===== src/include/gnn_settings.svh =====
`ifndef GNN_SETTINGS_SVH
`define GNN_SETTINGS_SVH

// node memory and node index
`define GNN_NODE_AW 4
`define GNN_NODES 16

// sparse entry memory
`define GNN_SP_AW 8
`define GNN_MAX_NNZ 12

// first output address, node 0 lands here.
`define GNN_OUT_BASE 8'h20

// outputs at or above this address are reserved.
`define GNN_DBG_ADDR_LIMIT 8'h2C

// nodes whose raw sums the debug monitor keeps.
`define GNN_DBG_CAPTURE_A 3
`define GNN_DBG_CAPTURE_B 10

`endif


===== src/gnn_pkg.sv =====
`default_nettype none

`include "gnn_settings.svh"

package gnn_pkg;

  typedef logic [`GNN_NODE_AW-1:0] node_idx_t;
  typedef logic [`GNN_SP_AW-1:0]   sp_addr_t;
  typedef logic [3:0]              nnz_t;
  typedef logic signed [15:0]      feat_t;
  typedef logic signed [31:0]      acc_t;
  typedef logic [7:0]              out_addr_t;

  typedef struct packed {
    sp_addr_t base;  // first sparse entry of the row.
    nnz_t     nnz;
  } node_info_t;

  typedef struct packed {
    node_idx_t col;
    feat_t     value;
  } sp_entry_t;

  typedef enum logic [1:0] {
    MEM_INFO,
    MEM_SPARSE,
    MEM_FEAT
  } mem_sel_e;

  typedef struct packed {
    mem_sel_e    sel;
    logic [7:0]  addr;
    logic [31:0] data;  // low bits used per memory.
  } host_wr_t;

  typedef struct packed {
    out_addr_t addr;
    feat_t     data;
  } out_wr_t;

  typedef struct packed {
    logic spmm_start_seen;
    logic spmm_done_seen;
    logic out_start_seen;
    logic out_done_seen;
    logic out_write_seen;
    logic reserved_addr_seen;
  } dbg_status_t;

  typedef enum logic [1:0] {
    IDLE,
    ISSUE,
    WAIT_SPMM,
    WAIT_OUT
  } seq_state_e;

endpackage

`default_nettype wire


===== src/output_stage.sv =====
`timescale 1ns/1ps
`default_nettype none

`include "gnn_settings.svh"

module output_stage
  import gnn_pkg::*;
(
  input  logic      clk,
  input  logic      rst_n,
  input  logic      start_i,
  input  node_idx_t node_idx_i,
  input  acc_t      result_i,
  output logic      out_we_o,
  output out_wr_t   out_wr_o,
  output logic      done_o
);

  localparam acc_t SAT_MAX = 32'sd32767;

  feat_t     sat_data;
  out_addr_t wr_addr;
  logic      we_q;
  logic      done_q;
  out_wr_t   wr_q;

  // relu, then clip to the positive 16 bit range.
  always_comb begin
    if (result_i < 0) begin
      sat_data = '0;
    end else if (result_i > SAT_MAX) begin
      sat_data = feat_t'(SAT_MAX[15:0]);
    end else begin
      sat_data = feat_t'(result_i[15:0]);
    end
  end

  assign wr_addr = out_addr_t'(`GNN_OUT_BASE) + out_addr_t'(node_idx_i);

  always_ff @(posedge clk or negedge rst_n) begin
    if (!rst_n) begin
      we_q   <= 1'b0;
      done_q <= 1'b0;
    end else begin
      we_q   <= start_i;
      done_q <= start_i;  // write and done leave together.
    end
  end

  always_ff @(posedge clk) begin
    if (start_i) begin
      wr_q.addr <= wr_addr;
      wr_q.data <= sat_data;
    end
  end

  assign out_we_o = we_q;
  assign out_wr_o = wr_q;
  assign done_o   = done_q;

endmodule

`default_nettype wire


===== config.mk =====
export PLATFORM = sky130hd
export DESIGN_NAME = output_stage
export DESIGN_NICKNAME = d
export VERILOG_FILES = /design/src/gnn_pkg.sv /design/src/output_stage.sv
export VERILOG_INCLUDE_DIRS = /design/src /design/src/include
export SDC_FILE = /design/constraint.sdc
export NUM_CORES = 1
export LEC_CHECK = 0
export ABC_AREA = 1
export BUFFER_PORTS_ARGS = -buffer_cell sky130_fd_sc_hd__buf_2
export CORE_MARGIN = 2
export CORE_UTILIZATION = 41
export DETAILED_ROUTE_END_ITERATION = 12
export PLACE_DENSITY_LB_ADDON = 0.05
export SLEW_MARGIN = 20
export SYNTH_ARGS = -nofsm -noshare
export SYNTH_HDL_FRONTEND = slang
export SYNTH_SLANG_ARGS = --single-unit

===== constraint.sdc =====
create_clock -name clk -period 0.8 [get_ports clk]
set_input_delay 0.16 -clock clk [delete_from_list [all_inputs] [get_ports clk]]
set_output_delay 0.16 -clock clk [all_outputs]
set_load 0.03 [all_outputs]

==> results.py <==
metrics = {
    "run_status": {
        "status": "finished, violations left",
        "violations": "negative setup slack",
    },
    "global_route": {
        "antenna_found_initial": 0,
        "grt_pass1_wl_mm": 3.19,
        "track_usage": 0.156,
        "grt_pass1_vias": 783,
        "grt_max_degree": 22,
        "grt_remaining_overflow": 0,
    },
    "power_and_ir_drop": {
        "worst_ir_drop_vdd_mv": 0.972,
        "pwr-share-seq": 0.533,
        "combPwrFrac": 0.267,
        "power.switching_mw": 0.716,
        "power_density_nw_per_um2": 1370,
        "p_clk_frac": 0.200,
        "p_leak_nw": 0.865,
        "p_sw_frac": 0.285,
        "p_total_mw": 2.51,
        "intPower_mw": 1.80,
    },
    "job": {
        "max_cap_violations": 0,
    },
    "route": {
        "routed_wl_mm": 2.30,
        "wl_met2_mm": 1.26,
        "wl_per_cell_microns": 11.3,
        "drc": 0,
        "drt-met1-wl_microns": 872,
        "drtIter0Drc": 6,
        "top_layer_used": "met4",
        "dr.pass1.iters": 4,
        "avgViaCountPerCell": 4.28,
        "wl_met3_microns": 146,
        "final_antenna_net_count": 0,
        "vias": 869,
    },
    "floorplan": {
        "ios": 65,
        "die_w_microns": 54.1,
        "core_area_sq_um": 2430,
        "row_count": 18,
        "initial_core_util": 0.423,
        "fp.dieH_microns": 54.1,
        "die-area_sq_um": 2930,
    },
    "sta": {
        "max_clock_freq_mhz": 960,
        "finalSetupViolCount": 37,
        "timing.final.ws_setup_ns": -0.241,
        "period_share": 1.30,
        "hold_slack_ns": 0.0276,
        "rsz0062_at_grt": "yes",
        "finalHoldViolCount": 0,
        "maxSlewViolCount": 0,
        "min_period_ns": 1.04,
    },
    "clock_tree": {
        "clk_path_buf_depth": 2,
        "ctsHtreeMaxLevel": 1,
        "clk_pin_slew_ns": 0.11,
        "cts_made_buffers": 3,
        "cts_root_buf": "clkbuf_4",
        "cts_tree": "built",
        "clock_sink_count": 21,
    },
    "logic_synthesis": {
        "synth.distinct_cells": 12,
        "synth_edf_count": 20,
        "yosysTopAreaCellShare": 0.584,
        "synth_top_area_cell": "edfxtp_1",
        "synthTopCellsByCount": "inv_1, edfxtp_1, nand2_1, nand3_1, nor2_1",
        "yosysWarnings": 0,
        "ys.flop_type": "edfxtp_1",
        "synth_most_common_cell": "inv_1",
        "ys_ff_latch": 21,
        "synth-seq-area-share": 0.608,
        "syn_area_sq_um": 1030,
        "synth_cells": 106,
        "synthTopCellsByArea": "edfxtp_1, inv_1, nand2_1",
        "synth.avg_cell_area_sq_um": 9.70,
        "ys_async_sr_fraction": 0.0476,
    },
    "place": {
        "port_buffers": 60,
        "hpwl_mm": 1.43,
        "place_area_sq_um": 1450,
        "gp_congestion": 0.624,
        "place_inst": 195,
    },
    "cells_and_area": {
        "fillers": 158,
        "final_util": 0.754,
        "drive_gt1_frac": 0.595,
        "insertedDiodeCount": 0,
        "multi_input_area_sq_um": 373,
        "nets": 213,
        "fin_cells": 203,
        "final_cell_area_sq_um": 1830,
        "syn2layout_area_growth_pct": 78.2,
        "regArea_sq_um": 627,
    },
    "worst_setup_path": {
        "critPathBufInv": 1,
        "worstPathMaxFanout": 1,
        "crit_start": "out_wr_o[4]",
        "path_cells": "buf_6",
        "worst_setup_path_start_kind": "register",
        "path_delay_family": "flip-flops",
        "cpPeakStageDelay_ns": 0.42,
        "cp.arrival_ns": 0.88,
        "crit_required_ns": 0.64,
        "slowest_stage": "edfxtp_1",
        "crit_path_end_kind": "output port",
        "cp.depth": 1,
        "critPathKind": "reg2out",
    },
    "worst_hold_path": {
        "min_from": "node_idx_i[3]",
        "hold_class": "in2reg",
        "whs_path_depth": 1,
    },
}
flip-flops by register name, summed over array words and instances, names as in the netlist:
| signal | count |
|---|---|
| done_o | 1 |
| out_wr_o | 20 |
placed cells by master (no fill, tap or decap):
cell type / netlist / layout
dlygate4sd3_1: 0 / 1
buf_6: 2 / 35
clkinv_2: 0 / 1
nand3_2: 3 / 14
nor2_4: 0 / 10
clkbuf_16: 0 / 2
buf_4: 5 / 1
nand2_1: 19 / 14
dfrtp_2: 0 / 1
conb_1: 2 / 5
buf_2: 0 / 26
nand3_4: 0 / 1
buf_12: 0 / 3
inv_1: 31 / 30
inv_2: 0 / 1
edfxtp_1: 20 / 20
clkbuf_4: 0 / 3
nand2_2: 0 / 5
power groups by stage:
stage	combinational [mW]	clock, mW	sequential [mW]
2_1_floorplan	0.135	0	1.52
3_3_place_gp	0.501	0	1.34
3_5_place_dp	0.506	0	1.34
4_1_cts	0.645	0.524	1.34
5_1_grt	0.716	0.553	1.35
6_report	0.670	0.502	1.34
final cells by class:
| cell class | count | share of cell area |
|---|---|---|
| Multi-Input combinational cell | 49 | 0.203 |
| Clock buffer | 3 | 0.0123 |
| Clock inverter | 1 | 0.00273 |
| Inverter | 31 | 0.0635 |
| Tap cell | 30 | 0.0205 |
| Sequential cell | 21 | 0.342 |
| Timing Repair Buffer | 68 | 0.356 |
through the flow:
step	TNS [ns]	worst slack (ns)
final	-5.63	-0.241
after floorplan	-2.52	-0.220
after detailed placement	-5.24	-0.366
after global routing	-7.04	-0.274
after CTS	-5.30	-0.250
after global placement	-4.94	-0.339
cell families after synthesis:
kind of cell,after synthesis,synth area share
AND/OR/NAND/NOR,44,0.198
flip-flops,21,0.608
buffers and inverters,39,0.186
other,2,0.00730
metal layers:
layer	GRT usage	vias up
met1	0.165	383
met2	0.295	41
met4	0.0875	0
met5	0	-
li1	-	443
met3	0.0194	2
worst paths after layout:
kind / endpoint / slack (ns)
max in group asynchronous: done_o / 0.56
min in group asynchronous: done_o / 0.14
max: out_wr_o[4] / -0.24
min: out_wr_o[19] / 0.03
timing repair:
item	4_1_cts	5_1_grt
gates cloned	1	1
hold buffers	1	0
gates resized for setup	62	14
pin swaps	20	21
endpoints found under the hold margin	1	0
setup buffers	0	1
endpoints found under the setup margin	36	37
Note: power is estimated with default switching activity, not from simulation.
