`src/include/gnn_settings.svh`:
```
`ifndef GNN_SETTINGS_SVH
`define GNN_SETTINGS_SVH

// node memory and node index
`define GNN_NODE_AW 4
`define GNN_NODES 16

// sparse entry memory
`define GNN_SP_AW 8
`define GNN_MAX_NNZ 12

// first output address, node 0 lands here.
`define GNN_OUT_BASE 8'h20

// outputs at or above this address are reserved.
`define GNN_DBG_ADDR_LIMIT 8'h2C

// nodes whose raw sums the debug monitor keeps.
`define GNN_DBG_CAPTURE_A 3
`define GNN_DBG_CAPTURE_B 10

`endif

```
`src/gnn_pkg.sv`:
```
`default_nettype none

`include "gnn_settings.svh"

package gnn_pkg;

  typedef logic [`GNN_NODE_AW-1:0] node_idx_t;
  typedef logic [`GNN_SP_AW-1:0]   sp_addr_t;
  typedef logic [3:0]              nnz_t;
  typedef logic signed [15:0]      feat_t;
  typedef logic signed [31:0]      acc_t;
  typedef logic [7:0]              out_addr_t;

  typedef struct packed {
    sp_addr_t base;  // first sparse entry of the row.
    nnz_t     nnz;
  } node_info_t;

  typedef struct packed {
    node_idx_t col;
    feat_t     value;
  } sp_entry_t;

  typedef enum logic [1:0] {
    MEM_INFO,
    MEM_SPARSE,
    MEM_FEAT
  } mem_sel_e;

  typedef struct packed {
    mem_sel_e    sel;
    logic [7:0]  addr;
    logic [31:0] data;  // low bits used per memory.
  } host_wr_t;

  typedef struct packed {
    out_addr_t addr;
    feat_t     data;
  } out_wr_t;

  typedef struct packed {
    logic spmm_start_seen;
    logic spmm_done_seen;
    logic out_start_seen;
    logic out_done_seen;
    logic out_write_seen;
    logic reserved_addr_seen;
  } dbg_status_t;

  typedef enum logic [1:0] {
    IDLE,
    ISSUE,
    WAIT_SPMM,
    WAIT_OUT
  } seq_state_e;

endpackage

`default_nettype wire

```
`src/debug_monitor.sv`:
```
`timescale 1ns/1ps
`default_nettype none

`include "gnn_settings.svh"

module debug_monitor
  import gnn_pkg::*;
(
  input  logic        clk,
  input  logic        rst_n,
  input  logic        spmm_start_i,
  input  logic        spmm_done_i,
  input  logic        out_start_i,
  input  logic        out_done_i,
  input  node_idx_t   node_idx_i,
  input  acc_t        result_i,
  input  logic        out_we_i,
  input  out_wr_t     out_wr_i,
  output dbg_status_t status_o,
  output logic [31:0] count_o,
  output acc_t        capture_a_o,
  output acc_t        capture_b_o
);

  dbg_status_t status_q;
  logic [31:0] count_q;
  acc_t        cap_a_q;
  acc_t        cap_b_q;
  logic        reserved_hit;
  logic        hit_a;
  logic        hit_b;

  assign reserved_hit = out_we_i && (out_wr_i.addr >= out_addr_t'(`GNN_DBG_ADDR_LIMIT));
  assign hit_a = spmm_done_i && (node_idx_i == node_idx_t'(`GNN_DBG_CAPTURE_A));
  assign hit_b = spmm_done_i && (node_idx_i == node_idx_t'(`GNN_DBG_CAPTURE_B));

  // flags only ever set, reset is the sole way back.
  always_ff @(posedge clk or negedge rst_n) begin
    if (!rst_n) begin
      status_q <= '0;
    end else begin
      status_q.spmm_start_seen    <= status_q.spmm_start_seen | spmm_start_i;
      status_q.spmm_done_seen     <= status_q.spmm_done_seen | spmm_done_i;
      status_q.out_start_seen     <= status_q.out_start_seen | out_start_i;
      status_q.out_done_seen      <= status_q.out_done_seen | out_done_i;
      status_q.out_write_seen     <= status_q.out_write_seen | out_we_i;
      status_q.reserved_addr_seen <= status_q.reserved_addr_seen | reserved_hit;
    end
  end

  always_ff @(posedge clk or negedge rst_n) begin
    if (!rst_n) begin
      count_q <= '0;
      cap_a_q <= '0;
      cap_b_q <= '0;
    end else begin
      if (spmm_done_i) begin
        count_q <= count_q + 32'd1;  // nodes finished since reset.
      end
      if (hit_a) begin
        cap_a_q <= result_i;
      end
      if (hit_b) begin
        cap_b_q <= result_i;
      end
    end
  end

  assign status_o    = status_q;
  assign count_o     = count_q;
  assign capture_a_o = cap_a_q;
  assign capture_b_o = cap_b_q;

endmodule

`default_nettype wire

```
`config.mk`:
```
export PLATFORM = sky130hd
export DESIGN_NAME = debug_monitor
export DESIGN_NICKNAME = d
export VERILOG_FILES = /design/src/gnn_pkg.sv /design/src/debug_monitor.sv
export VERILOG_INCLUDE_DIRS = /design/src /design/src/include
export SDC_FILE = /design/constraint.sdc
export NUM_CORES = 1
export LEC_CHECK = 0
export BUFFER_PORTS_ARGS = -buffer_cell sky130_fd_sc_hd__buf_2
export CAP_MARGIN = 20
export CORE_MARGIN = 2
export CORE_UTILIZATION = 53
export CTS_BUF_LIST = sky130_fd_sc_hd__clkbuf_8
export CTS_CLUSTER_DIAMETER = 40
export DETAILED_ROUTE_END_ITERATION = 16
export PLACE_DENSITY = 0.92
export SYNTH_ARGS = -nofsm -noshare
export SYNTH_HDL_FRONTEND = slang
export SYNTH_SLANG_ARGS = --single-unit
export TNS_END_PERCENT = 5
```
`constraint.sdc`:
```
create_clock -name clk -period 3.96 [get_ports clk]
set_clock_uncertainty 0.1 [all_clocks]
set_input_delay 0.99 -clock clk [delete_from_list [all_inputs] [get_ports clk]]
set_output_delay 0.99 -clock clk [all_outputs]
set_load 0.01 [all_outputs]
```
==> out/metrics.yaml <==
pwr:
  switching_share_pct: 29.4
  p_leak_nw: 2.58
  p_comb_share_pct: 22.4
  powerDensity_nw_per_um2: 486
  p_int_mw: 1.76
  peakVddDrop_mv: 0.252
  p_clk_share_pct: 23.9
  total_power_mw: 2.50
  pwr-share-seq_pct: 53.7
  power.switching_mw: 0.734
die:
  core_area_um2: 7330
  die-area_um2: 8370
  die_w_um: 91.5
  core.rowCount: 31
  start_util_pct: 55.4
  io_pins: 169
  chipHeight_um: 91.5
worst_hold_path:
  whs_path_depth: 1
  hold_end: "status_o[0]"
  hold_class: "register to register"
  worst_hold_startpoint: "status_o[0]"
cells_and_area:
  fillers: 546
  nNetsFinal: 501
  drive_gt1_share_pct: 56.4
  antenna_cells: 0
  area_growth_pct: 26.5
  multiInputGateArea_um2: 1440
  post-route-cell-area_um2: 5130
  regArea_um2: 2550
synthesis:
  avgSynthCellArea_um2: 14.5
  syn_nets: 347
  synth_top_area_share_pct: 62.9
  synthTopCellsByArea: "dfrtp_1 (63%), mux2_2 (18%), xor2_1 (3.7%)"
  synth.largest_area_cell: "dfrtp_1"
  synthMostInstantiatedCell: "dfrtp_1"
  syn_area_um2: 4060
  yosysSeqAreaShare_pct: 62.9
  yosys_warnings: 0
  synth.distinct_cells: 27
  synth_seq_cells: 102
  synth_edf_count: 0
  synthCells: 279
  synth_common_cells: "dfrtp_1 (102), mux2_2 (65), xor2_1 (17)"
  yosys_most_used_dff: "dfrtp_1"
  async_flop_share_pct: 100
clock_tree:
  numClockSinks: 102
  cts_root_buf: "clkbuf_8"
  post_cts_buffers: 0
  cts_made_buffers: 9
  h-tree-depth: 3
  worstSkewPairLatency_ns: 0.36
  clock_path_buffers: 2
  clkTransAtPathRegs_ns: 0.10
  cts_tree: "done"
  post_cts_resized: 0
  cts_hold_buf: 0
sta:
  period_minus_slack_ns: 2.50
  relSlewSlack_pct: 53.4
  grt_setup_unrepaired: "false"
  drv_slew: 0
  hold_viol: 0
  fmax_mhz: 399
  setup_slack_ns: 1.46
  worstMarginPinSlew_ns: 0.697
  setup_viol: 0
  fin_crit_sh_pct: 63.2
  final.setup.tns_ns: 0
setup_path:
  r2r_end: "count_o[21]"
  crit-reg2reg-launch: "count_o[3]"
  arrival_ns: 2.70
  worstSetupStartpointType: "input port"
  worstSetupEndpointType: "register"
  worstPathRequired_ns: 4.15
  path_class: "input port to register"
  reg2reg_depth: 4
  cp_max_fo: 11
  rrSetupSlack_ns: 1.80
global_route:
  busiest_layer: "met2"
  grt_pass1_vias: 2838
  grt_max_degree: 103
  grt_use_met1_pct: 26.5
  antenna_found_initial: 0
  grt.total_usage_pct: 21.3
  grt.overflow.total: 0
  met2_usage_pct: 36.4
  gr-usage-met3_pct: 6.22
  grt_first_pass_wirelength_um: 14000
placement:
  placed_area_um2: 4950
  io_buffers: 150
  gp_congestion: 0.798
  dp_worst_setup_slack_ns: 1.09
  dpl.hpwl_um: 6250
routing:
  via_count: 2773
  routed_wl_um: 8540
  drtIter0Drc: 92
  vias_per_cell: 5.16
  drc_errors: 0
  wl_per_cell_um: 15.9
  drt-pass1-iter-count: 4
  ant_nets: 0
job:
  max_cap_violations: 0
outcome:
  status: "complete, no violations"
==> area by class of cell <==
cell class                 count  area share (%)
clock buffer                  10            2.68
multi-input combinational    160            28.0
inverter                       7           0.512
sequential                   102            49.7
timing repair buffer         153            15.8
tap                           99            2.41
clock inverter                 6           0.853
==> worst max path at each step <==
| stage | start | to | slack, ns | cells past startpoint |
|---|---|---|---|---|
| final | spmm_done_i | count_o[21] | 1.46 | 5 |
| after floorplan | node_idx_i[2] | capture_b_o[0] | 1.68 | 4 |
| after global placement | spmm_done_i | count_o[17] | 1.12 | 5 |
| after detailed placement | spmm_done_i | count_o[21] | 1.09 | 5 |
| after global routing | spmm_done_i | count_o[17] | 1.31 | 5 |
| after CTS | spmm_done_i | count_o[21] | 1.48 | 5 |
==> power groups by stage <==
stage               Sequential [mW]  Combinational [mW]  Clock, mW
floorplan                      1.44               0.187          0
global placement               1.35               0.547          0
detailed placement             1.36               0.569          0
CTS                            1.34               0.570      0.616
global route                   1.36               0.609      0.661
finish                         1.34               0.559      0.598
==> registers in the layout (all words and copies together) (netlist names) <==
register	flops
status_o	6
capture_b_o	32
count_o	32
capture_a_o	32
==> routing by layer <==
layer / vias to the layer above / routed length (um)
li1: 1266 / -
met1: 1384 / 3560
met2: 115 / 4320
met3: 8 / 607
met4: 0 / 54
met5: - / 0
==> cell families (layout without fill, tap and decap cells) <==
logic type               after synthesis  count (layout)  synth area share [%]
AND/OR/NAND/NOR                       60              60                  9.49
AO/OA/AOI/OAI                          3               3                 0.586
buffers and inverters                 17             176                  2.00
XOR/XNOR                              31              31                  6.69
flip-flops                           102             102                  62.9
multiplexers                          65              65                  18.0
adder cells (fa/ha/maj)                1               1                 0.308
==> cells in the final DEF, fill, tap and decap left out <==
master and count:
dfrtp_1 102, nor4_4 2, inv_1 7, nor3_1 9, mux2_2 65, or4_1 1, nand3_1 9, inv_6 2
clkinv_4 1, nand2_1 9, nor4_1 1, and3_1 2, buf_4 1, clkinvlp_4 1, buf_2 149, xor2_1 17
nand4_1 4, clkinv_2 2, a211o_1 1, nor2_1 7, or2_0 1, ha_1 1, nor3_2 2, or2_2 5
clkbuf_8 10, nor3b_4 2, buf_12 3, nand3b_1 1, xnor2_1 14, a21o_1 2, nand4_2 2, and4_1 3
==> through the flow <==
step | instances | hold WS (ns) | utilization (%)
finish | 537 | 0.356 | 70.0
global route | 537 | 0.395 | 70.0
CTS | 537 | 0.361 | 70.0
detailed placement | 521 | 0.339 | 67.6
global placement | 521 | 0.335 | 67.6
floorplan | 279 | 0.393 | -
==> critical path: stages <==
cell and delay [ns]:
buf_2 0.15, and4_1 0.33, nand4_1 0.59, nor3_1 0.47
xnor2_1 0.15
No activity file was read; power rests on OpenSTA's default activity.
