**config.mk**
```make
export PLATFORM = sky130hd
export DESIGN_NAME = spmm_engine
export DESIGN_NICKNAME = d
export VERILOG_FILES = /design/src/gnn_pkg.sv /design/src/spmm_engine.sv
export VERILOG_INCLUDE_DIRS = /design/src /design/src/include
export SDC_FILE = /design/constraint.sdc
export NUM_CORES = 1
export LEC_CHECK = 0
export BUFFER_PORTS_ARGS = -buffer_cell sky130_fd_sc_hd__buf_2
export CORE_MARGIN = 2
export CORE_UTILIZATION = 40
export CTS_CLUSTER_SIZE = 40
export DETAILED_ROUTE_END_ITERATION = 8
export SYNTH_ARGS = -nofsm -noshare
export SYNTH_HDL_FRONTEND = slang
export SYNTH_SLANG_ARGS = --single-unit
```
**constraint.sdc**
```tcl
create_clock -name clk -period 9.3 [get_ports clk]
set_clock_uncertainty 0.15 [all_clocks]
set_input_delay 1.86 -clock clk [delete_from_list [all_inputs] [get_ports clk]]
set_output_delay 1.86 -clock clk [all_outputs]
set_load 0.02 [all_outputs]
```
**src/include/gnn_settings.svh**
```systemverilog
`ifndef GNN_SETTINGS_SVH
`define GNN_SETTINGS_SVH

// node memory and node index
`define GNN_NODE_AW 4
`define GNN_NODES 16

// sparse entry memory
`define GNN_SP_AW 8
`define GNN_MAX_NNZ 12

// first output address, node 0 lands here.
`define GNN_OUT_BASE 8'h20

// outputs at or above this address are reserved.
`define GNN_DBG_ADDR_LIMIT 8'h2C

// nodes whose raw sums the debug monitor keeps.
`define GNN_DBG_CAPTURE_A 3
`define GNN_DBG_CAPTURE_B 10

`endif

```
**src/gnn_pkg.sv**
```systemverilog
`default_nettype none

`include "gnn_settings.svh"

package gnn_pkg;

  typedef logic [`GNN_NODE_AW-1:0] node_idx_t;
  typedef logic [`GNN_SP_AW-1:0]   sp_addr_t;
  typedef logic [3:0]              nnz_t;
  typedef logic signed [15:0]      feat_t;
  typedef logic signed [31:0]      acc_t;
  typedef logic [7:0]              out_addr_t;

  typedef struct packed {
    sp_addr_t base;  // first sparse entry of the row.
    nnz_t     nnz;
  } node_info_t;

  typedef struct packed {
    node_idx_t col;
    feat_t     value;
  } sp_entry_t;

  typedef enum logic [1:0] {
    MEM_INFO,
    MEM_SPARSE,
    MEM_FEAT
  } mem_sel_e;

  typedef struct packed {
    mem_sel_e    sel;
    logic [7:0]  addr;
    logic [31:0] data;  // low bits used per memory.
  } host_wr_t;

  typedef struct packed {
    out_addr_t addr;
    feat_t     data;
  } out_wr_t;

  typedef struct packed {
    logic spmm_start_seen;
    logic spmm_done_seen;
    logic out_start_seen;
    logic out_done_seen;
    logic out_write_seen;
    logic reserved_addr_seen;
  } dbg_status_t;

  typedef enum logic [1:0] {
    IDLE,
    ISSUE,
    WAIT_SPMM,
    WAIT_OUT
  } seq_state_e;

endpackage

`default_nettype wire

```
**src/spmm_engine.sv**
```systemverilog
`timescale 1ns/1ps
`default_nettype none

module spmm_engine
  import gnn_pkg::*;
(
  input  logic       clk,
  input  logic       rst_n,
  input  logic       start_i,
  input  node_idx_t  node_idx_i,
  output node_idx_t  info_addr_o,
  input  node_info_t info_i,
  output sp_addr_t   sp_addr_o,
  input  sp_entry_t  sp_i,
  output node_idx_t  feat_addr_o,
  input  feat_t      feat_i,
  output logic       done_o,
  output acc_t       result_o
);

  logic     info_pend_q;  // node info valid this cycle.
  sp_addr_t ptr_q;
  nnz_t     remain_q;     // entries still to issue.
  logic     issue_v;
  logic     issue_last;
  logic     row_empty;

  logic     fetch_v_q;
  logic     fetch_last_q;
  logic     mac_v_q;
  logic     mac_last_q;
  feat_t    value_q;
  acc_t     product;
  acc_t     acc_q;
  logic     done_q;

  assign info_addr_o = node_idx_i;
  assign issue_v     = (remain_q != '0);
  assign issue_last  = (remain_q == nnz_t'(1));
  assign row_empty   = info_pend_q && (info_i.nnz == '0);
  assign sp_addr_o   = ptr_q;
  assign feat_addr_o = sp_i.col;  // column picks the feature.
  assign product     = value_q * feat_i;

  always_ff @(posedge clk or negedge rst_n) begin
    if (!rst_n) begin
      info_pend_q  <= 1'b0;
      ptr_q        <= '0;
      remain_q     <= '0;
      fetch_v_q    <= 1'b0;
      fetch_last_q <= 1'b0;
      mac_v_q      <= 1'b0;
      mac_last_q   <= 1'b0;
      done_q       <= 1'b0;
    end else begin
      info_pend_q <= start_i;
      if (info_pend_q) begin
        ptr_q    <= info_i.base;
        remain_q <= info_i.nnz;
      end else if (issue_v) begin
        ptr_q    <= ptr_q + 1'b1;
        remain_q <= remain_q - 1'b1;
      end
      // an empty row sends only the tail marker down the pipe.
      fetch_v_q    <= issue_v;
      fetch_last_q <= (issue_v && issue_last) || row_empty;
      mac_v_q      <= fetch_v_q;
      mac_last_q   <= fetch_last_q;
      done_q       <= mac_last_q;
    end
  end

  always_ff @(posedge clk) begin
    value_q <= sp_i.value;
  end

  always_ff @(posedge clk or negedge rst_n) begin
    if (!rst_n) begin
      acc_q <= '0;
    end else if (start_i) begin
      acc_q <= '0;
    end else if (mac_v_q) begin
      acc_q <= acc_q + product;
    end
  end

  assign done_o   = done_q;
  assign result_o = acc_q;

endmodule

`default_nettype wire

```
==> metrics.txt, run 1 <==
Sink Count 66; XOR/XNOR share of the synthesized area 3.08%; largest family of logic cells by synthesized area adder cells; Residual DRC 0; synthesized area per cell 9.60 um^2; Core Area around 33000 um^2; Layout area overhead 8.31%; Slowest-stage cell, CP fa_1; max-cap viol count 0; Crit. End Element flop; Boundary Pins around 100; Die H around 190 um; #FFs+latches synth between 60 and 70; share of cells above drive strength 1 under 10%; simple logic cell fraction of the synthesized area 13.6%; WL/cell between 15 and 20 um; nets around 1900; Worst path max stage delay around 700 ps; CP max FO 16; post-CTS setup buffers 0; Post-synth top cells inv_1 (341), fa_1 (292), nand2_1 (152); critical path data required time roughly 9400 ps; # rows 66; largest net degree at the start of global routing 51; RSZ-0062 raised after global routing no; Arr. time, crit path between 8000 and 9000 ps; outcome completed; Synth Area in Compound Gates just under 5%; syn nets between 1500 and 2000; share of the synthesized area in the top cell type 43.7%; initial antenna violation count 0; CTS Hold Bufs 0; diodes inserted 0; I/O Buffers 87; Area after DPL 14100 um^2; PostCTS Resize Cnt 0; die area roughly 35000 um^2; most frequent cell after synthesis inv_1; first-pass GRT wire length between 50000 and 60000 um; Placer Congestion ~0.86; DRT iter0 DRCs ~450; Starting Density 40.9%; worst path bufs/invs 6; Core Util, Final around 44%; startpoint types input pin; CTS H-Tree Depth 3; period utilization about nine tenths; crit path launch feat_i[1]; RR Startpoint value_q[15]; Post-synth EDFFs 0; Synth area leaders fa_1 (44%), inv_1 (9.6%), ha_1 (9.5%), dfrtp_1 (9.4%), and2_1 (5.8%); fin crit period 8240 ps; Slew Viols, Final 0; post-detail-place hpwl between 20000 and 30000 um; Synth area leader fa_1; post-route cell area roughly 14000 um^2; CP Cell Sequence buf_2 > nand2_1 > inv_1 > fa_1 > inv_1 > fa_1 > inv_1 > fa_1 > fa_1 > fa_1 > inv_1 > fa_1 > inv_1 > ha_1 > nand4_1 > nor2_1 > nand3_1 > o32a_2 > a31oi_1 > a21o_1 > a21oi_2 > and4b_1 > a211o_1; Main synth FF type dfrtp_1; Slew headroom approximately a third; Setup-failing EPs final 0; Clock Latency Late Sink between 300 and 400 ps; Worst-path clk slew around 60 ps; Post-synth ARST share 75.8%; Clock Tree Buf Depth 2; Cells after Synth between 1000 and 1500; HP Start fetch_last_q; vias in the first global route 9813; adder-cell share of the synthesized area 53.3%; Post-Route WL slightly above 30000 um; setup tns final 0 ps; CP Class in2reg; gr usage total about a fifth; Via Count 9170; CTS Buf Count 9; Routed Antenna Nets 0; Worst Tran Pin Value approximately 1000 ps; final number of hold-violating endpoints 0; root buffer cell clkbuf_16; Top cell by count, worst path fa_1; mux cell area share after synthesis 1.97%; fmax 121 MHz; CTS tree done; Fill cells ~3300; register area share after synthesis between 10% and 20%; HP Class reg2reg; post-DR vias/cell 4.86; DIE WIDTH 187 um; GRT Residual Overflow 0; area of the mapped netlist between 10000 and 15000 um^2; unique cell type count in the Yosys netlist 57; TritonRoute pass-1 iters 5; Top delay family on crit path adder cells; hold slack 197 ps; YS warnings 0
[layout by cell type (no fill, tap or decap), drive strengths merged, types with 2 or more instances in the layout]
cell type,instances
nor2b,4
nand3b,2
nand2b,6
ha,102
fa,292
o21ai,22
a22o,3
o31ai,2
clkbuf,10
xor2,14
bufinv,2
nand2,152
mux2i,24
xnor2,33
nand3,12
nor4b,2
inv,344
dfrtp,50
or3,3
and2,124
mux2,2
nand4,4
buf,91
a21o,14
dfxtp,16
nor2,55
o21bai,4
a211oi,5
a21oi,23
a31oi,6
nor3,4
a41oi,2
a311o,2
[path summary, 6_finish.rpt]
path	end	depth (start not counted)	slack, ps
min in group asynchronous	result_o[9]	2	1480
hold / removal	mac_last_q	0	200
max in group asynchronous	mac_v_q	2	7000
setup / recovery	result_o[29]	23	1060
hold reg to reg	mac_last_q	0	200
setup reg to reg	result_o[29]	22	2220
[per-stage QoR]
step	instances	setup WS [ps]
after floorplan	1393	1270
after global placement	1872	878
after detailed placement	1872	763
after CTS	1888	1100
after global routing	1888	670
final	1888	1060
[routing by layer]
metal | global-route usage [%] | share of wire, % | wire length [um] | vias up
met2 | 32.8 | 51 | 15700 | 186
met3 | 1.99 | 3.6 | 1090 | 30
met5 | 0 | 0 | 0 | -
li1 | - | - | - | 4199
met4 | 3.54 | 1.5 | 448 | 0
met1 | 25.2 | 44 | 13300 | 4755
[registers in the layout, summed over array words and instances (netlist names)]
name / count
fetch_v_q: 1
value_q: 16
fetch_last_q: 1
mac_last_q: 1
info_pend_q: 1
sp_addr_o: 8
result_o: 32
done_o: 1
remain_q: 4
mac_v_q: 1
[worst reg2reg max path: stages (launching register included)]
cell and delay, ps:
dfxtp_1 500, nand2_1 260, inv_1 90, fa_1 720, inv_1 110, fa_1 540
inv_1 290, fa_1 510, fa_1 510, fa_1 490, inv_1 50, fa_1 480
inv_1 40, ha_1 370, nand4_1 170, nor2_1 220, nand3_1 100, o32a_2 360
a31oi_1 280, a21o_1 210, a21oi_2 70, and4b_1 180, a211o_1 260
[cell type report]
class                   count  area, um^2  share of cell area (%)
clock inverters             6        95.1                   0.657
flip-flops and latches     66        1570                    10.9
inverters                 341        1280                    8.84
multi-input cells         932       10300                    71.0
repair buffers             91         465                    3.21
clock buffers              10         239                    1.65
well taps                 442         553                    3.82
[kinds of logic (layout without fill, tap and decap cells)]
kind of cell / Yosys count / in the layout
compound gates: 92 / 92
xor+xnor: 47 / 47
fa+ha+maj: 394 / 394
buf+inv: 395 / 448
flops: 66 / 66
mux: 26 / 26
simple gates: 373 / 373
Power of run 1 is left out: the tool's default activity adds up to more than one toggle a clock period on the data nets, which glitch-free logic cannot reach.
==> run 2, diff against run 1 <==
- SLEW_MARGIN: default -> 20
- clock period: 9.3 -> 7.8 ns (I/O delays scaled with it)
==> metrics.txt, run 2 (synthesized netlist as in run 1, its figures left out) <==
outcome completed; CP Cell Sequence buf_2 > nand2_1 > inv_1 > fa_1 > inv_1 > fa_1 > inv_1 > fa_1 > fa_1 > fa_1 > inv_1 > fa_1 > inv_1 > ha_1 > nand4_1 > nor2_1 > nand3_1 > o32a_2 > a31oi_1 > a21o_1 > a21oi_2 > and4b_1 > a211o_1; fin crit period about 7400 ps; setup tns final 0 ps; max-cap viol count 0; critical path data required time approximately 8000 ps; Crit. End Element flop; root buffer cell clkbuf_16; Worst-path clk slew around 60 ps; I/O Buffers 87; Setup-failing EPs final 0; HP Class reg2reg; CP Class in2reg; Top cell by count, worst path fa_1; CTS Buf Count 9; # rows 66; nets just under 2000; post-detail-place hpwl 25800 um; DIE WIDTH 187 um; GRT Residual Overflow 0; period utilization a little over nine tenths; Post-Route WL between 30000 and 40000 um; share of cells above drive strength 1 between 10% and 20%; max FFs per register 32; Clock Latency Late Sink ~340 ps; post-route cell area 14700 um^2; Core Util, Final between 40 and 50%; final number of hold-violating endpoints 0; Boundary Pins 104; commonest non-fill, non-tap cells in the layout inv_1 (341), fa_1 (292), nand2_1 (152); Routed Antenna Nets 0; Placer Congestion 0.881; fmax ~140 MHz; first-pass GRT wire length a little over 50000 um; vias in the first global route 10000; gr usage total 18.5%; die area 34900 um^2; Arr. time, crit path about 7500 ps; DRT iter0 DRCs between 300 and 400; Layout area overhead 9.94%; Starting Density around two fifths; hold slack between 150 and 200 ps; Worst path max stage delay 620 ps; TritonRoute pass-1 iters 4; Core Area approximately 33000 um^2; Area after DPL roughly 14000 um^2; Via Count 9286; commonest non-fill, non-tap cell in the layout inv_1; CTS tree done; Slew headroom ~34%; Clock Tree Buf Depth 2; initial antenna violation count 0; CTS H-Tree Depth 3; WL/cell around 16 um; Slew Viols, Final 0; RSZ-0062 raised after global routing no; Die H 187 um; largest net degree at the start of global routing a little over 50; Slowest-stage cell, CP fa_1; startpoint types input pin; Residual DRC 0; post-DR vias/cell about 4.8; CP max FO 14; post-CTS setup buffers 0; CTS Hold Bufs 0; PostCTS Resize Cnt 0; Fill cells roughly 3200; Worst Tran Pin Value approximately 990 ps; Sink Count 66
## run 2: path summary, 6_finish.rpt
| kind | start | cells after the start | slack [ps] | endpoint |
|---|---|---|---|---|
| max in group asynchronous | rst_n | 2 | 5790 | mac_v_q |
| min | fetch_last_q | 0 | 200 | mac_last_q |
| min in group asynchronous | rst_n | 2 | 1200 | result_o[6] |
| max reg2reg | value_q[5] | 22 | 1020 | result_o[30] |
| min reg2reg | fetch_last_q | 0 | 200 | mac_last_q |
| max | feat_i[1] | 23 | 400 | result_o[29] |
## run 2: cell type report
type                       count  area, um^2  area share, %
antenna                        1        2.50         0.0170
multi-input combinational    932       10300           69.9
sequential                    66        1570           10.7
timing repair buffer         123         706           4.80
clock inverter                 7        83.8          0.570
clock buffer                   9         225           1.53
tap                          442         553           3.76
inverter                     341        1280           8.71
## run 2: through the flow
step	cells	setup slack [ps]
floorplan	1393	74.6
global placement	1904	131
detailed placement	1904	70.1
CTS	1920	420
global route	1920	17.6
finish	1921	397
## run 2: routing by layer
layer	global-route usage, %	vias to the layer above	part of all wire, %
met5	0	-	0
met4	4.46	0	2.2
met3	2.21	37	3.5
met2	31.6	184	50
met1	25.0	4801	44
li1	-	4264	-
## run 2: critical path, delay by kind of cell
family,cells,cell delay (ps)
adders and majority gates,7,3490
AOI/OAI and AO/OA,5,1120
and+or+nand+nor,5,730
buffers and inverters,6,580
Power of run 2 is left out for the same reason.
