**src/include/gnn_settings.svh**
```systemverilog
`ifndef GNN_SETTINGS_SVH
`define GNN_SETTINGS_SVH

// node memory and node index
`define GNN_NODE_AW 4
`define GNN_NODES 16

// sparse entry memory
`define GNN_SP_AW 8
`define GNN_MAX_NNZ 12

// first output address, node 0 lands here.
`define GNN_OUT_BASE 8'h20

// outputs at or above this address are reserved.
`define GNN_DBG_ADDR_LIMIT 8'h2C

// nodes whose raw sums the debug monitor keeps.
`define GNN_DBG_CAPTURE_A 3
`define GNN_DBG_CAPTURE_B 10

`endif

```
**src/gnn_pkg.sv**
```systemverilog
`default_nettype none

`include "gnn_settings.svh"

package gnn_pkg;

  typedef logic [`GNN_NODE_AW-1:0] node_idx_t;
  typedef logic [`GNN_SP_AW-1:0]   sp_addr_t;
  typedef logic [3:0]              nnz_t;
  typedef logic signed [15:0]      feat_t;
  typedef logic signed [31:0]      acc_t;
  typedef logic [7:0]              out_addr_t;

  typedef struct packed {
    sp_addr_t base;  // first sparse entry of the row.
    nnz_t     nnz;
  } node_info_t;

  typedef struct packed {
    node_idx_t col;
    feat_t     value;
  } sp_entry_t;

  typedef enum logic [1:0] {
    MEM_INFO,
    MEM_SPARSE,
    MEM_FEAT
  } mem_sel_e;

  typedef struct packed {
    mem_sel_e    sel;
    logic [7:0]  addr;
    logic [31:0] data;  // low bits used per memory.
  } host_wr_t;

  typedef struct packed {
    out_addr_t addr;
    feat_t     data;
  } out_wr_t;

  typedef struct packed {
    logic spmm_start_seen;
    logic spmm_done_seen;
    logic out_start_seen;
    logic out_done_seen;
    logic out_write_seen;
    logic reserved_addr_seen;
  } dbg_status_t;

  typedef enum logic [1:0] {
    IDLE,
    ISSUE,
    WAIT_SPMM,
    WAIT_OUT
  } seq_state_e;

endpackage

`default_nettype wire

```
**src/layer_sequencer.sv**
```systemverilog
`timescale 1ns/1ps
`default_nettype none

module layer_sequencer
  import gnn_pkg::*;
(
  input  logic      clk,
  input  logic      rst_n,
  input  logic      run_i,
  input  node_idx_t run_nodes_i,
  input  logic      spmm_done_i,
  input  logic      out_done_i,
  output logic      spmm_start_o,
  output logic      out_start_o,
  output node_idx_t node_idx_o,
  output logic      busy_o,
  output logic      done_o
);

  seq_state_e state_q;
  node_idx_t  last_q;  // index of the final node, N-1.
  node_idx_t  idx_q;
  logic       out_start_q;
  logic       done_q;

  always_ff @(posedge clk or negedge rst_n) begin
    if (!rst_n) begin
      state_q     <= IDLE;
      last_q      <= '0;
      idx_q       <= '0;
      out_start_q <= 1'b0;
      done_q      <= 1'b0;
    end else begin
      out_start_q <= 1'b0;
      done_q      <= 1'b0;
      unique case (state_q)
        IDLE: begin
          if (run_i) begin
            last_q  <= run_nodes_i;
            idx_q   <= '0;
            state_q <= ISSUE;
          end
        end
        ISSUE: begin
          state_q <= WAIT_SPMM;
        end
        WAIT_SPMM: begin
          if (spmm_done_i) begin
            out_start_q <= 1'b1;
            state_q     <= WAIT_OUT;
          end
        end
        WAIT_OUT: begin
          if (out_done_i) begin
            if (idx_q == last_q) begin
              done_q  <= 1'b1;
              state_q <= IDLE;
            end else begin
              idx_q   <= idx_q + 1'b1;
              state_q <= ISSUE;
            end
          end
        end
        default: state_q <= IDLE;
      endcase
    end
  end

  // spmm start is decoded so it follows out_done by one cycle.
  assign spmm_start_o = (state_q == ISSUE);
  assign out_start_o  = out_start_q;
  assign node_idx_o   = idx_q;
  assign busy_o       = (state_q != IDLE);
  assign done_o       = done_q;

endmodule

`default_nettype wire

```
**config.mk**
```make
export PLATFORM = sky130hd
export DESIGN_NAME = layer_sequencer
export DESIGN_NICKNAME = d
export VERILOG_FILES = /design/src/gnn_pkg.sv /design/src/layer_sequencer.sv
export VERILOG_INCLUDE_DIRS = /design/src /design/src/include
export SDC_FILE = /design/constraint.sdc
export NUM_CORES = 1
export LEC_CHECK = 0
export BUFFER_PORTS_ARGS = -buffer_cell sky130_fd_sc_hd__buf_2
export CORE_AREA = 4 4 41 43
export DETAILED_ROUTE_END_ITERATION = 12
export DIE_AREA = 0 0 45 47
export PLACE_DENSITY = 0.84
export SKIP_CTS_REPAIR_TIMING = 1
export SLEW_MARGIN = 20
export SYNTH_ARGS = -nofsm -noshare
export SYNTH_HDL_FRONTEND = slang
export SYNTH_SLANG_ARGS = --single-unit
```
**constraint.sdc**
```tcl
create_clock -name clk -period 4.1 [get_ports clk]
set_input_delay 0.205 -clock clk [delete_from_list [all_inputs] [get_ports clk]]
set_output_delay 0.205 -clock clk [all_outputs]
set_load 0.01 [all_outputs]
```
==> key figures, run 1 <==
Run status
  – Status: completed

Yosys
  – Post-Syn Area: 651 um2
  – Most numerous cell in the Yosys netlist: dfrtp_1
  – Synth area leader: dfrtp_1
  – Syn_nets: 72
  – Syn Area/Cell: about 11 um2
  – Ys Warns: 0
  – Synth top area share: 0.462
  – Post-synth cell types: 19
  – Ys async rst share: 1.00
  – Mapped Cells: between 50 and 60
  – Leading post-synthesis cells by cell area: dfrtp_1, ha_1, mux2_2
  – Sequential element share of the synthesized area: 0.462
  – Most frequent cells after synthesis: dfrtp_1, nand2_1, inv_1
  – Number of flops mapped to enable cells by yosys: 0
  – Yosys reg bits: 12
  – Synth Flop Type: dfrtp_1

Timing
  – Setup violators final: 0
  – Clock skew: ~0.0024 ns
  – Worst relative slew slack: 0.800
  – Minimum clock period: 1.54 ns
  – WHS: 0.157 ns
  – RSZ-0062 raised after global routing: no
  – Tightest Pin Transition: ~0.3 ns
  – Count of pins over their slew limit: 0
  – Final Hold Vio Count: 0
  – Period utilization: 0.375
  – Fmax: approximately 650 MHz
  – Setup TNS: 0 ns

Setup path
  – Reg2reg start: state_q[0]
  – Kind of end point of the critical path: flop
  – Crit path buf inv count: 1
  – CP Launch Type: flop
  – Critical path class: flop to flop
  – Crit path DAT: 1.72 ns
  – Worst setup path start: state_q[0]
  – Worst endpoint required time: 4.29 ns
  – Slowest cell delay on critical path: 0.42 ns
  – Family with the most delay on the worst path: compound AO/OA/AOI/OAI gates
  – Critical path's slowest cell: dfrtp_1
  – Crit Path Max Fanout: 5
  – Crit-path cells: inv_1 -> ha_1 -> nor2b_1 -> a221oi_4 -> a21oi_2 -> a41oi_1

Job
  – Max-cap violations: 0

Clocking
  – Root buffer cell: clkbuf_4
  – CTS tree: yes
  – CTS Sinks: 12
  – Max clock buf depth: 2
  – Total CTS buffers: 3
  – Latest clock arrival within the worst-skew pair: roughly 0.27 ns
  – Number of H-tree levels: 1
  – CTS clock-pin slew for the worst setup and hold paths: 0.07 ns

Finish
  – Post-Layout Cell Count: 93
  – Share of post-route cells with drive strength above 1: 0.372
  – Fill cell count: roughly 120
  – Diodes inserted: 0
  – Final Util: 0.601
  – Post-route cell area: roughly 800 um2
  – Area growth from synthesis to layout: 20.2%
  – Number of nets in the layout: 94

Floorplan
  – Initial core utilization: 0.500
  – Die extent in x: 45 um
  – Rows: 13
  – Core ar.: 1300 um2
  – Die Height: between 40 and 50 um
  – Ports: 17
  – Die Area: roughly 2100 um2

Power
  – Lkg Pwr: between 0.4 and 0.5 nW
  – Maximum vdd ir drop: approximately 0.33 mV
  – Pwr dens: approximately 700 nW/um2

Place
  – Post-DP HPWL: approximately 930 um
  – Placer Congestion: a little over 0.7
  – Cell Area, Placed: roughly 750 um2
  – Placed cell count: just under 90
  – IO Port Bufs: 16

Drt
  – DR vias: 454
  – DR WL/cell: about 12 um
  – Drt initial violations: 0
  – DRC: 0
  – DRT antenna net count: 0
  – DR pass1 iterations: 1
  – DRT Wirelength: 1150 um
  – Vias per std cell: around 4.9

GRT
  – Global-route wire length before repair: 1780 um
  – Total global-route track usage: 0.123
  – Total grt overflow: 0
  – Vias in the first global route: between 400 and 500
  – Largest net degree at the start of global routing: 13
  – Initial antenna violation count: 0

Min path
  – Worst Hold Class: input pin to flop
  – Hold_sp: spmm_done_i
flip-flops by register name, summed over array words and instances (netlist names):
name,flops
state_q,2
last_q,4
done_o,1
node_idx_o,4
out_start_o,1
stage by stage:
| stage | power (mW) | worst slack (ns) |
|---|---|---|
| 6_report | 0.542 | 2.56 |
| 5_1_grt | 0.594 | 2.45 |
| 4_1_cts | 0.551 | 2.55 |
| 3_5_place_dp | 0.480 | 2.56 |
| 3_3_place_gp | 0.462 | 2.65 |
| 2_1_floorplan | 0.406 | 2.72 |
logic make-up after synthesis:
kind of cell / after synthesis / synth area share
buffers and inverters: 6 / 0.0346
and+or+nand+nor: 19 / 0.148
muxes: 8 / 0.131
adders and majority gates: 5 / 0.0962
xor gates and xnor gates: 4 / 0.0538
DFF: 12 / 0.462
AOI/OAI and AO/OA: 4 / 0.0750
power breakdown:
group	internal, mW	total (mW)	switching, mW
Sequential	0.167	0.211	0.0448
Clock	0.0340	0.0698	0.0358
Combinational	0.127	0.261	0.134
final cells by class:
type | instances | area [um2] | share of cell area
clock buffers | 3 | 22.5 | 0.0288
inverters | 6 | 22.5 | 0.0288
multi-input cells | 40 | 328 | 0.419
flip-flops and latches | 12 | 300 | 0.384
well taps | 15 | 18.8 | 0.0240
repair buffers | 17 | 90.1 | 0.115
placed cells by master, fill, tap and decap left out:
cell	count
nand4_2	1
nor2_1	1
a221oi_4	1
a41oi_1	1
o21ai_0	1
clkbuf_4	3
dfrtp_1	12
and3_2	1
mux2_2	4
xnor2_1	4
inv_1	6
ha_1	5
nand3_1	2
a21oi_2	1
nor2b_1	1
or2_2	1
mux2i_1	4
buf_2	16
dlygate4sd3_1	1
nand2_1	10
nor2_2	1
and2_1	1
worst paths after layout:
path | to | slack [ns] | cells past startpoint
max | state_q[0] | 2.56 | 6
min | out_start_o | 0.16 | 2
max reg2reg | state_q[0] | 2.56 | 6
min reg2reg | last_q[1] | 0.53 | 1
max in group asynchronous | node_idx_o[2] | 3.53 | 2
min in group asynchronous | node_idx_o[3] | 0.36 | 2
per-layer routing:
| layer | wire length [um] | GRT usage | vias to the layer above |
|---|---|---|---|
| li1 | - | - | 234 |
| met1 | 459 | 0.140 | 203 |
| met2 | 597 | 0.206 | 13 |
| met3 | 69 | 0.0230 | 4 |
| met4 | 22 | 0.0877 | 0 |
| met5 | 0 | 0 | - |
Power figures use the tool's default switching activity.
==> inputs of run 2 (changes only) <==
--- a/config.mk
+++ b/config.mk
@@ -6,11 +6,12 @@
 export SDC_FILE = /design/constraint.sdc
 export NUM_CORES = 1
 export LEC_CHECK = 0
+export ABC_AREA = 1
 export BUFFER_PORTS_ARGS = -buffer_cell sky130_fd_sc_hd__buf_2
-export CORE_AREA = 4 4 41 43
+export CORE_AREA = 4 4 43 45
 export DETAILED_ROUTE_END_ITERATION = 12
-export DIE_AREA = 0 0 45 47
-export PLACE_DENSITY = 0.84
+export DIE_AREA = 0 0 47 49
+export PLACE_DENSITY = 0.81
 export SKIP_CTS_REPAIR_TIMING = 1
 export SLEW_MARGIN = 20
 export SYNTH_ARGS = -nofsm -noshare
==> constraint.sdc (replaced) <==
create_clock -name clk -period 1.45 [get_ports clk]
set_input_delay 0.0725 -clock clk [delete_from_list [all_inputs] [get_ports clk]]
set_output_delay 0.0725 -clock clk [all_outputs]
set_load 0.01 [all_outputs]
==> key figures, run 2 <==
Finish
  – Commonest cells after routing, fill and taps aside: nand2_1, inv_1, buf_2
  – Post-route cell area: approximately 900 um2
  – Diodes inserted: 0
  – Share of post-route cells with drive strength above 1: 0.276
  – Commonest non-fill, non-tap cell in the layout: nand2_1
  – Post-Layout Cell Count: between 100 and 150
  – Area growth from synthesis to layout: 25.8%
  – Number of nets in the layout: 131
  – Final Util: 0.602

Floorplan
  – Die Area: about 2300 um2
  – Die extent in x: between 40 and 50 um
  – Die Height: 49 um
  – Core ar.: 1470 um2
  – Ports: 17
  – Initial core utilization: 0.479
  – Rows: 14

Yosys
  – Ys Warns: 0
  – Post-synth cell types: 17
  – Synth Flop Type: dfrtp_1
  – Synth area leader: dfrtp_1
  – Mapped Cells: between 90 and 100
  – Syn Area/Cell: 7.57 um2
  – Syn_nets: approximately 110
  – Sequential element share of the synthesized area: 0.426
  – Synth top area share: 0.426
  – Most numerous cell in the Yosys netlist: nand2_1
  – Ys async rst share: 1.00
  – Number of flops mapped to enable cells by yosys: 0
  – Most frequent cells after synthesis: nand2_1, inv_1, dfrtp_1
  – Post-Syn Area: between 700 and 800 um2
  – Leading post-synthesis cells by cell area: dfrtp_1, nand2_1, ha_1
  – Yosys reg bits: 12

GRT
  – Largest net degree at the start of global routing: 13
  – Vias in the first global route: 570
  – Initial antenna violation count: 0
  – Total global-route track usage: 0.148
  – Total grt overflow: 0
  – Global-route wire length before repair: ~2400 um

Run status
  – Status: finished, violations left
  – Failing checks: negative hold slack

Min path
  – Hold Path Sink: out_start_o
  – Worst hold stages: 3
  – Hold_sp: spmm_done_i
  – Worst Hold Class: input pin to flop

Power
  – Net Switching: between 700 and 800 uW
  – Switching share of power: 0.437
  – Maximum vdd ir drop: ~0.84 mV
  – Logic pwr share: 0.509
  – Lkg Pwr: between 0.5 and 0.6 nW
  – Power Total: about 1.7 mW
  – Seq pwr share: 0.328
  – Pwr dens: between 1500 and 2000 nW/um2
  – Internal power: roughly 940 uW
  – Clock share of power: 0.163

Timing
  – Final Hold Vio Count: 1
  – Tightest Pin Transition: just under 0.3 ns
  – Period utilization: 0.912
  – Fmax: roughly 760 MHz
  – Clock skew: around 0.002 ns
  – Worst relative slew slack: 0.801
  – Setup TNS: 0 ns
  – Final WS setup: approximately 0.13 ns
  – Minimum clock period: ~1.3 ns
  – WHS: -0.00291 ns
  – Count of pins over their slew limit: 0
  – Setup violators final: 0

Setup path
  – Crit-path cells: inv_1 -> ha_2 -> inv_1 -> buf_2
  – CP Launch Type: flop
  – Reg2Reg Setup Slack: between 0.1 and 0.15 ns
  – Worst endpoint required time: 1.38 ns
  – Kind of end point of the critical path: primary output
  – Worst R2R End: node_idx_o[1]
  – R2R depth: 7
  – Critical path's most frequent cell: inv_1
  – Slowest cell delay on critical path: approximately 0.4 ns
  – Critical path's slowest cell: dfrtp_1
  – Crit Path Max Fanout: 4
  – Critical path class: flop to primary output
  – Crit path DAT: about 1.3 ns
  – Reg2reg start: state_q[1]

Drt
  – DRT Wirelength: roughly 1500 um
  – DR WL/cell: between 10 and 15 um
  – DRT antenna net count: 0
  – DR pass1 iterations: 4
  – DR vias: 635
  – Vias per std cell: ~4.8
  – DRC: 0
  – Drt initial violations: 9

Clocking
  – Latest clock arrival within the worst-skew pair: 0.28 ns
  – CTS clock-pin slew for the worst setup and hold paths: approximately 0.080 ns
  – CTS Sinks: 12
  – CTS tree: yes
  – Number of H-tree levels: 1
  – Total CTS buffers: 3
  – Max clock buf depth: 2
  – Root buffer cell: clkbuf_4

Place
  – Placer Congestion: roughly 0.80
  – IO Port Bufs: 16
  – Cell Area, Placed: around 810 um2
  – Placed cell count: about 130
  – Post-DP HPWL: around 1100 um
  – Pre-CTS setup slack: -0.00193 ns

Job
  – Max-cap violations: 0
[run 2: power by group through the flow]
stage          clock network, mW  logic [mW]  registers [mW]
2_1_floorplan                  0       0.554           0.544
3_3_place_gp                   0       0.733           0.544
3_5_place_dp                   0       0.747           0.553
4_1_cts                    0.276       0.755           0.548
5_1_grt                    0.293       0.982           0.559
6_report                   0.271       0.847           0.545
[run 2: worst max-delay path, delay by kind of cell (launching register included)]
kind / cells / cell delay, ns
adder cells (fa/ha/maj): 1 / 0.23
buffers and inverters: 3 / 0.32
flip-flops: 1 / 0.41
[run 2: metal layers]
metal / vias to the layer above / global-route usage / part of all wire
met4: 0 / 0.0691 / 0.023
met3: 5 / 0.0332 / 0.056
li1: 332 / - / -
met1: 283 / 0.207 / 0.45
met5: - / 0 / 0
met2: 15 / 0.210 / 0.47
[run 2: worst max path at each step]
stage                           from             to
after floorplan           state_q[0]  node_idx_o[2]
after global placement    state_q[0]  node_idx_o[1]
after detailed placement  state_q[0]  node_idx_o[2]
after CTS                 state_q[0]  node_idx_o[1]
after global routing      state_q[1]  node_idx_o[0]
final                     state_q[1]         busy_o
[run 2: cell families after synthesis]
logic type,Yosys count,share of synthesized area
simple gates,50,0.304
buf+inv,17,0.0906
flops,12,0.426
compound gates,8,0.0781
fa+ha+maj,5,0.0888
xor+xnor,1,0.0124
[run 2: final cells by class]
class / count / area (um2)
Fill cell: 146 / 586
Multi-Input combinational cell: 64 / 360
Sequential cell: 12 / 300
Timing Repair Buffer: 19 / 105
Inverter: 17 / 63.8
Clock buffer: 4 / 36.3
Tap cell: 16 / 20.0
==> inputs of run 3 (changes only) <==
--- a/config.mk
+++ b/config.mk
@@ -12,6 +12,7 @@
 export DETAILED_ROUTE_END_ITERATION = 12
 export DIE_AREA = 0 0 47 49
 export PLACE_DENSITY = 0.81
+export RECOVER_POWER = 25
 export SKIP_CTS_REPAIR_TIMING = 1
 export SLEW_MARGIN = 20
 export SYNTH_ARGS = -nofsm -noshare
==> key figures, run 3 (synthesis gave the netlist of run 2 again) <==
Run status
  – Status: finished, violations left
  – Failing checks: negative hold slack

Clocking
  – Latest clock arrival within the worst-skew pair: around 0.28 ns
  – Root buffer cell: clkbuf_4
  – CTS clock-pin slew for the worst setup and hold paths: around 0.08 ns
  – Total CTS buffers: 3
  – CTS tree: yes
  – Number of H-tree levels: 1
  – CTS Sinks: 12
  – Max clock buf depth: 2

Floorplan
  – Die Height: 49 um
  – Rows: 14
  – Core ar.: approximately 1500 um2
  – Die Area: roughly 2300 um2
  – Initial core utilization: 0.479
  – Ports: 17
  – Die extent in x: 47 um

Drt
  – Top Layer Used: met4
  – Routed length on met3: roughly 83 um
  – DR pass1 iterations: 4
  – Met2 Wirelength: 696 um
  – DRC: 0
  – M1 WL: about 670 um
  – DR vias: 636
  – Vias per std cell: roughly 4.8
  – DRT antenna net count: 0
  – DR WL/cell: roughly 11 um
  – Drt initial violations: 9
  – DRT Wirelength: 1480 um

GRT
  – Global-route wire length before repair: between 2000 and 2500 um
  – Total grt overflow: 0
  – Vias in the first global route: between 500 and 600
  – Initial antenna violation count: 0
  – Total global-route track usage: 0.148
  – Largest net degree at the start of global routing: 13

Setup path
  – Worst endpoint required time: 1.38 ns
  – Crit Path Max Fanout: 4
  – Crit path DAT: between 1 and 1.5 ns
  – Family with the most delay on the worst path: flip-flops
  – Reg2Reg Setup Slack: between 0.1 and 0.15 ns
  – Worst R2R End: node_idx_o[1]
  – Kind of end point of the critical path: primary output
  – Critical path's slowest cell: dfrtp_1
  – Stages on worst setup path: 4
  – Critical path's most frequent cell: inv_1
  – Slowest cell delay on critical path: 0.41 ns
  – Critical path class: flop to primary output
  – CP Launch Type: flop
  – R2R depth: 7
  – Reg2reg start: state_q[1]
  – Crit path buf inv count: 3
  – Crit-path cells: inv_1 -> ha_2 -> inv_1 -> buf_2

Timing
  – Minimum clock period: around 1.3 ns
  – Tightest Pin Transition: between 0.6 and 0.7 ns
  – Count of pins over their slew limit: 0
  – Final Hold Vio Count: 1
  – WHS: -0.00291 ns
  – Setup TNS: 0 ns
  – Worst relative slew slack: 0.570
  – Clock skew: between 0.0015 and 0.002 ns
  – Setup violators final: 0
  – Fmax: about 760 MHz
  – Period utilization: 0.912

Finish
  – Area growth from synthesis to layout: 25.6%
  – Post-route cell area: 885 um2
  – Post-Layout Cell Count: roughly 130
  – Number of nets in the layout: between 100 and 150
  – Final Util: 0.601
  – Commonest non-fill, non-tap cell in the layout: nand2_1
  – Share of post-route cells with drive strength above 1: 0.267
  – Diodes inserted: 0
  – Commonest cells after routing, fill and taps aside: nand2_1, inv_1, buf_2

Place
  – Placer Congestion: approximately 0.8
  – Post-DP HPWL: roughly 1100 um
  – IO Port Bufs: 16
  – Cell Area, Placed: ~810 um2
  – Placed cell count: approximately 130

Power
  – Pwr dens: between 1500 and 2000 nW/um2
  – Maximum vdd ir drop: roughly 0.84 mV
  – Lkg Pwr: 0.513 nW

Job
  – Max-cap violations: 0

Min path
  – Worst hold stages: 3
  – Hold_sp: spmm_done_i
  – Worst Hold Class: input pin to flop
  – Hold Path Sink: out_start_o
run 3: cell types whose count changed in the layout (fill, tap and decap cells not counted), sizes merged:
cell	before	now
clkbuf	4	5
buf	18	17
run 3: layout make-up:
| cell class | count | area [um2] |
|---|---|---|
| multi-input combinational | 64 | 360 |
| tap | 16 | 20.0 |
| sequential | 12 | 300 |
| fill | 147 | 587 |
| inverter | 17 | 63.8 |
| timing repair buffer | 19 | 104 |
| clock buffer | 4 | 36.3 |
run 3: tightest hold or removal path: stages:
cell	delay, ns
buf_2	0.09
nand2_1	0.05
inv_1	0.04
run 3: metal layers:
metal	up-vias	global-route usage
met5	-	0
met4	0	0.0691
met3	5	0.0332
met2	15	0.210
met1	284	0.207
li1	332	-
run 3: worst max path at each step:
stage                               end        from  slack (ns)
after floorplan           node_idx_o[2]  state_q[0]        0.12
after global placement    node_idx_o[1]  state_q[0]        0.08
after detailed placement  node_idx_o[2]  state_q[0]      -0.002
after CTS                 node_idx_o[1]  state_q[0]       -0.02
after global routing      node_idx_o[0]  state_q[1]       -0.01
final                            busy_o  state_q[1]        0.13
run 3: where the power goes:
group,switching [mW],total [mW],internal [mW]
combinational,0.511,0.847,0.336
clock,0.118,0.271,0.153
sequential,0.0973,0.545,0.448
total,0.727,1.66,0.936
run 3: stage by stage:
step | power [mW] | setup WS, ns
floorplan | 1.10 | 0.121
global placement | 1.28 | 0.0778
detailed placement | 1.30 | -0.00193
CTS | 1.58 | -0.0176
global route | 1.83 | -0.0123
finish | 1.66 | 0.128
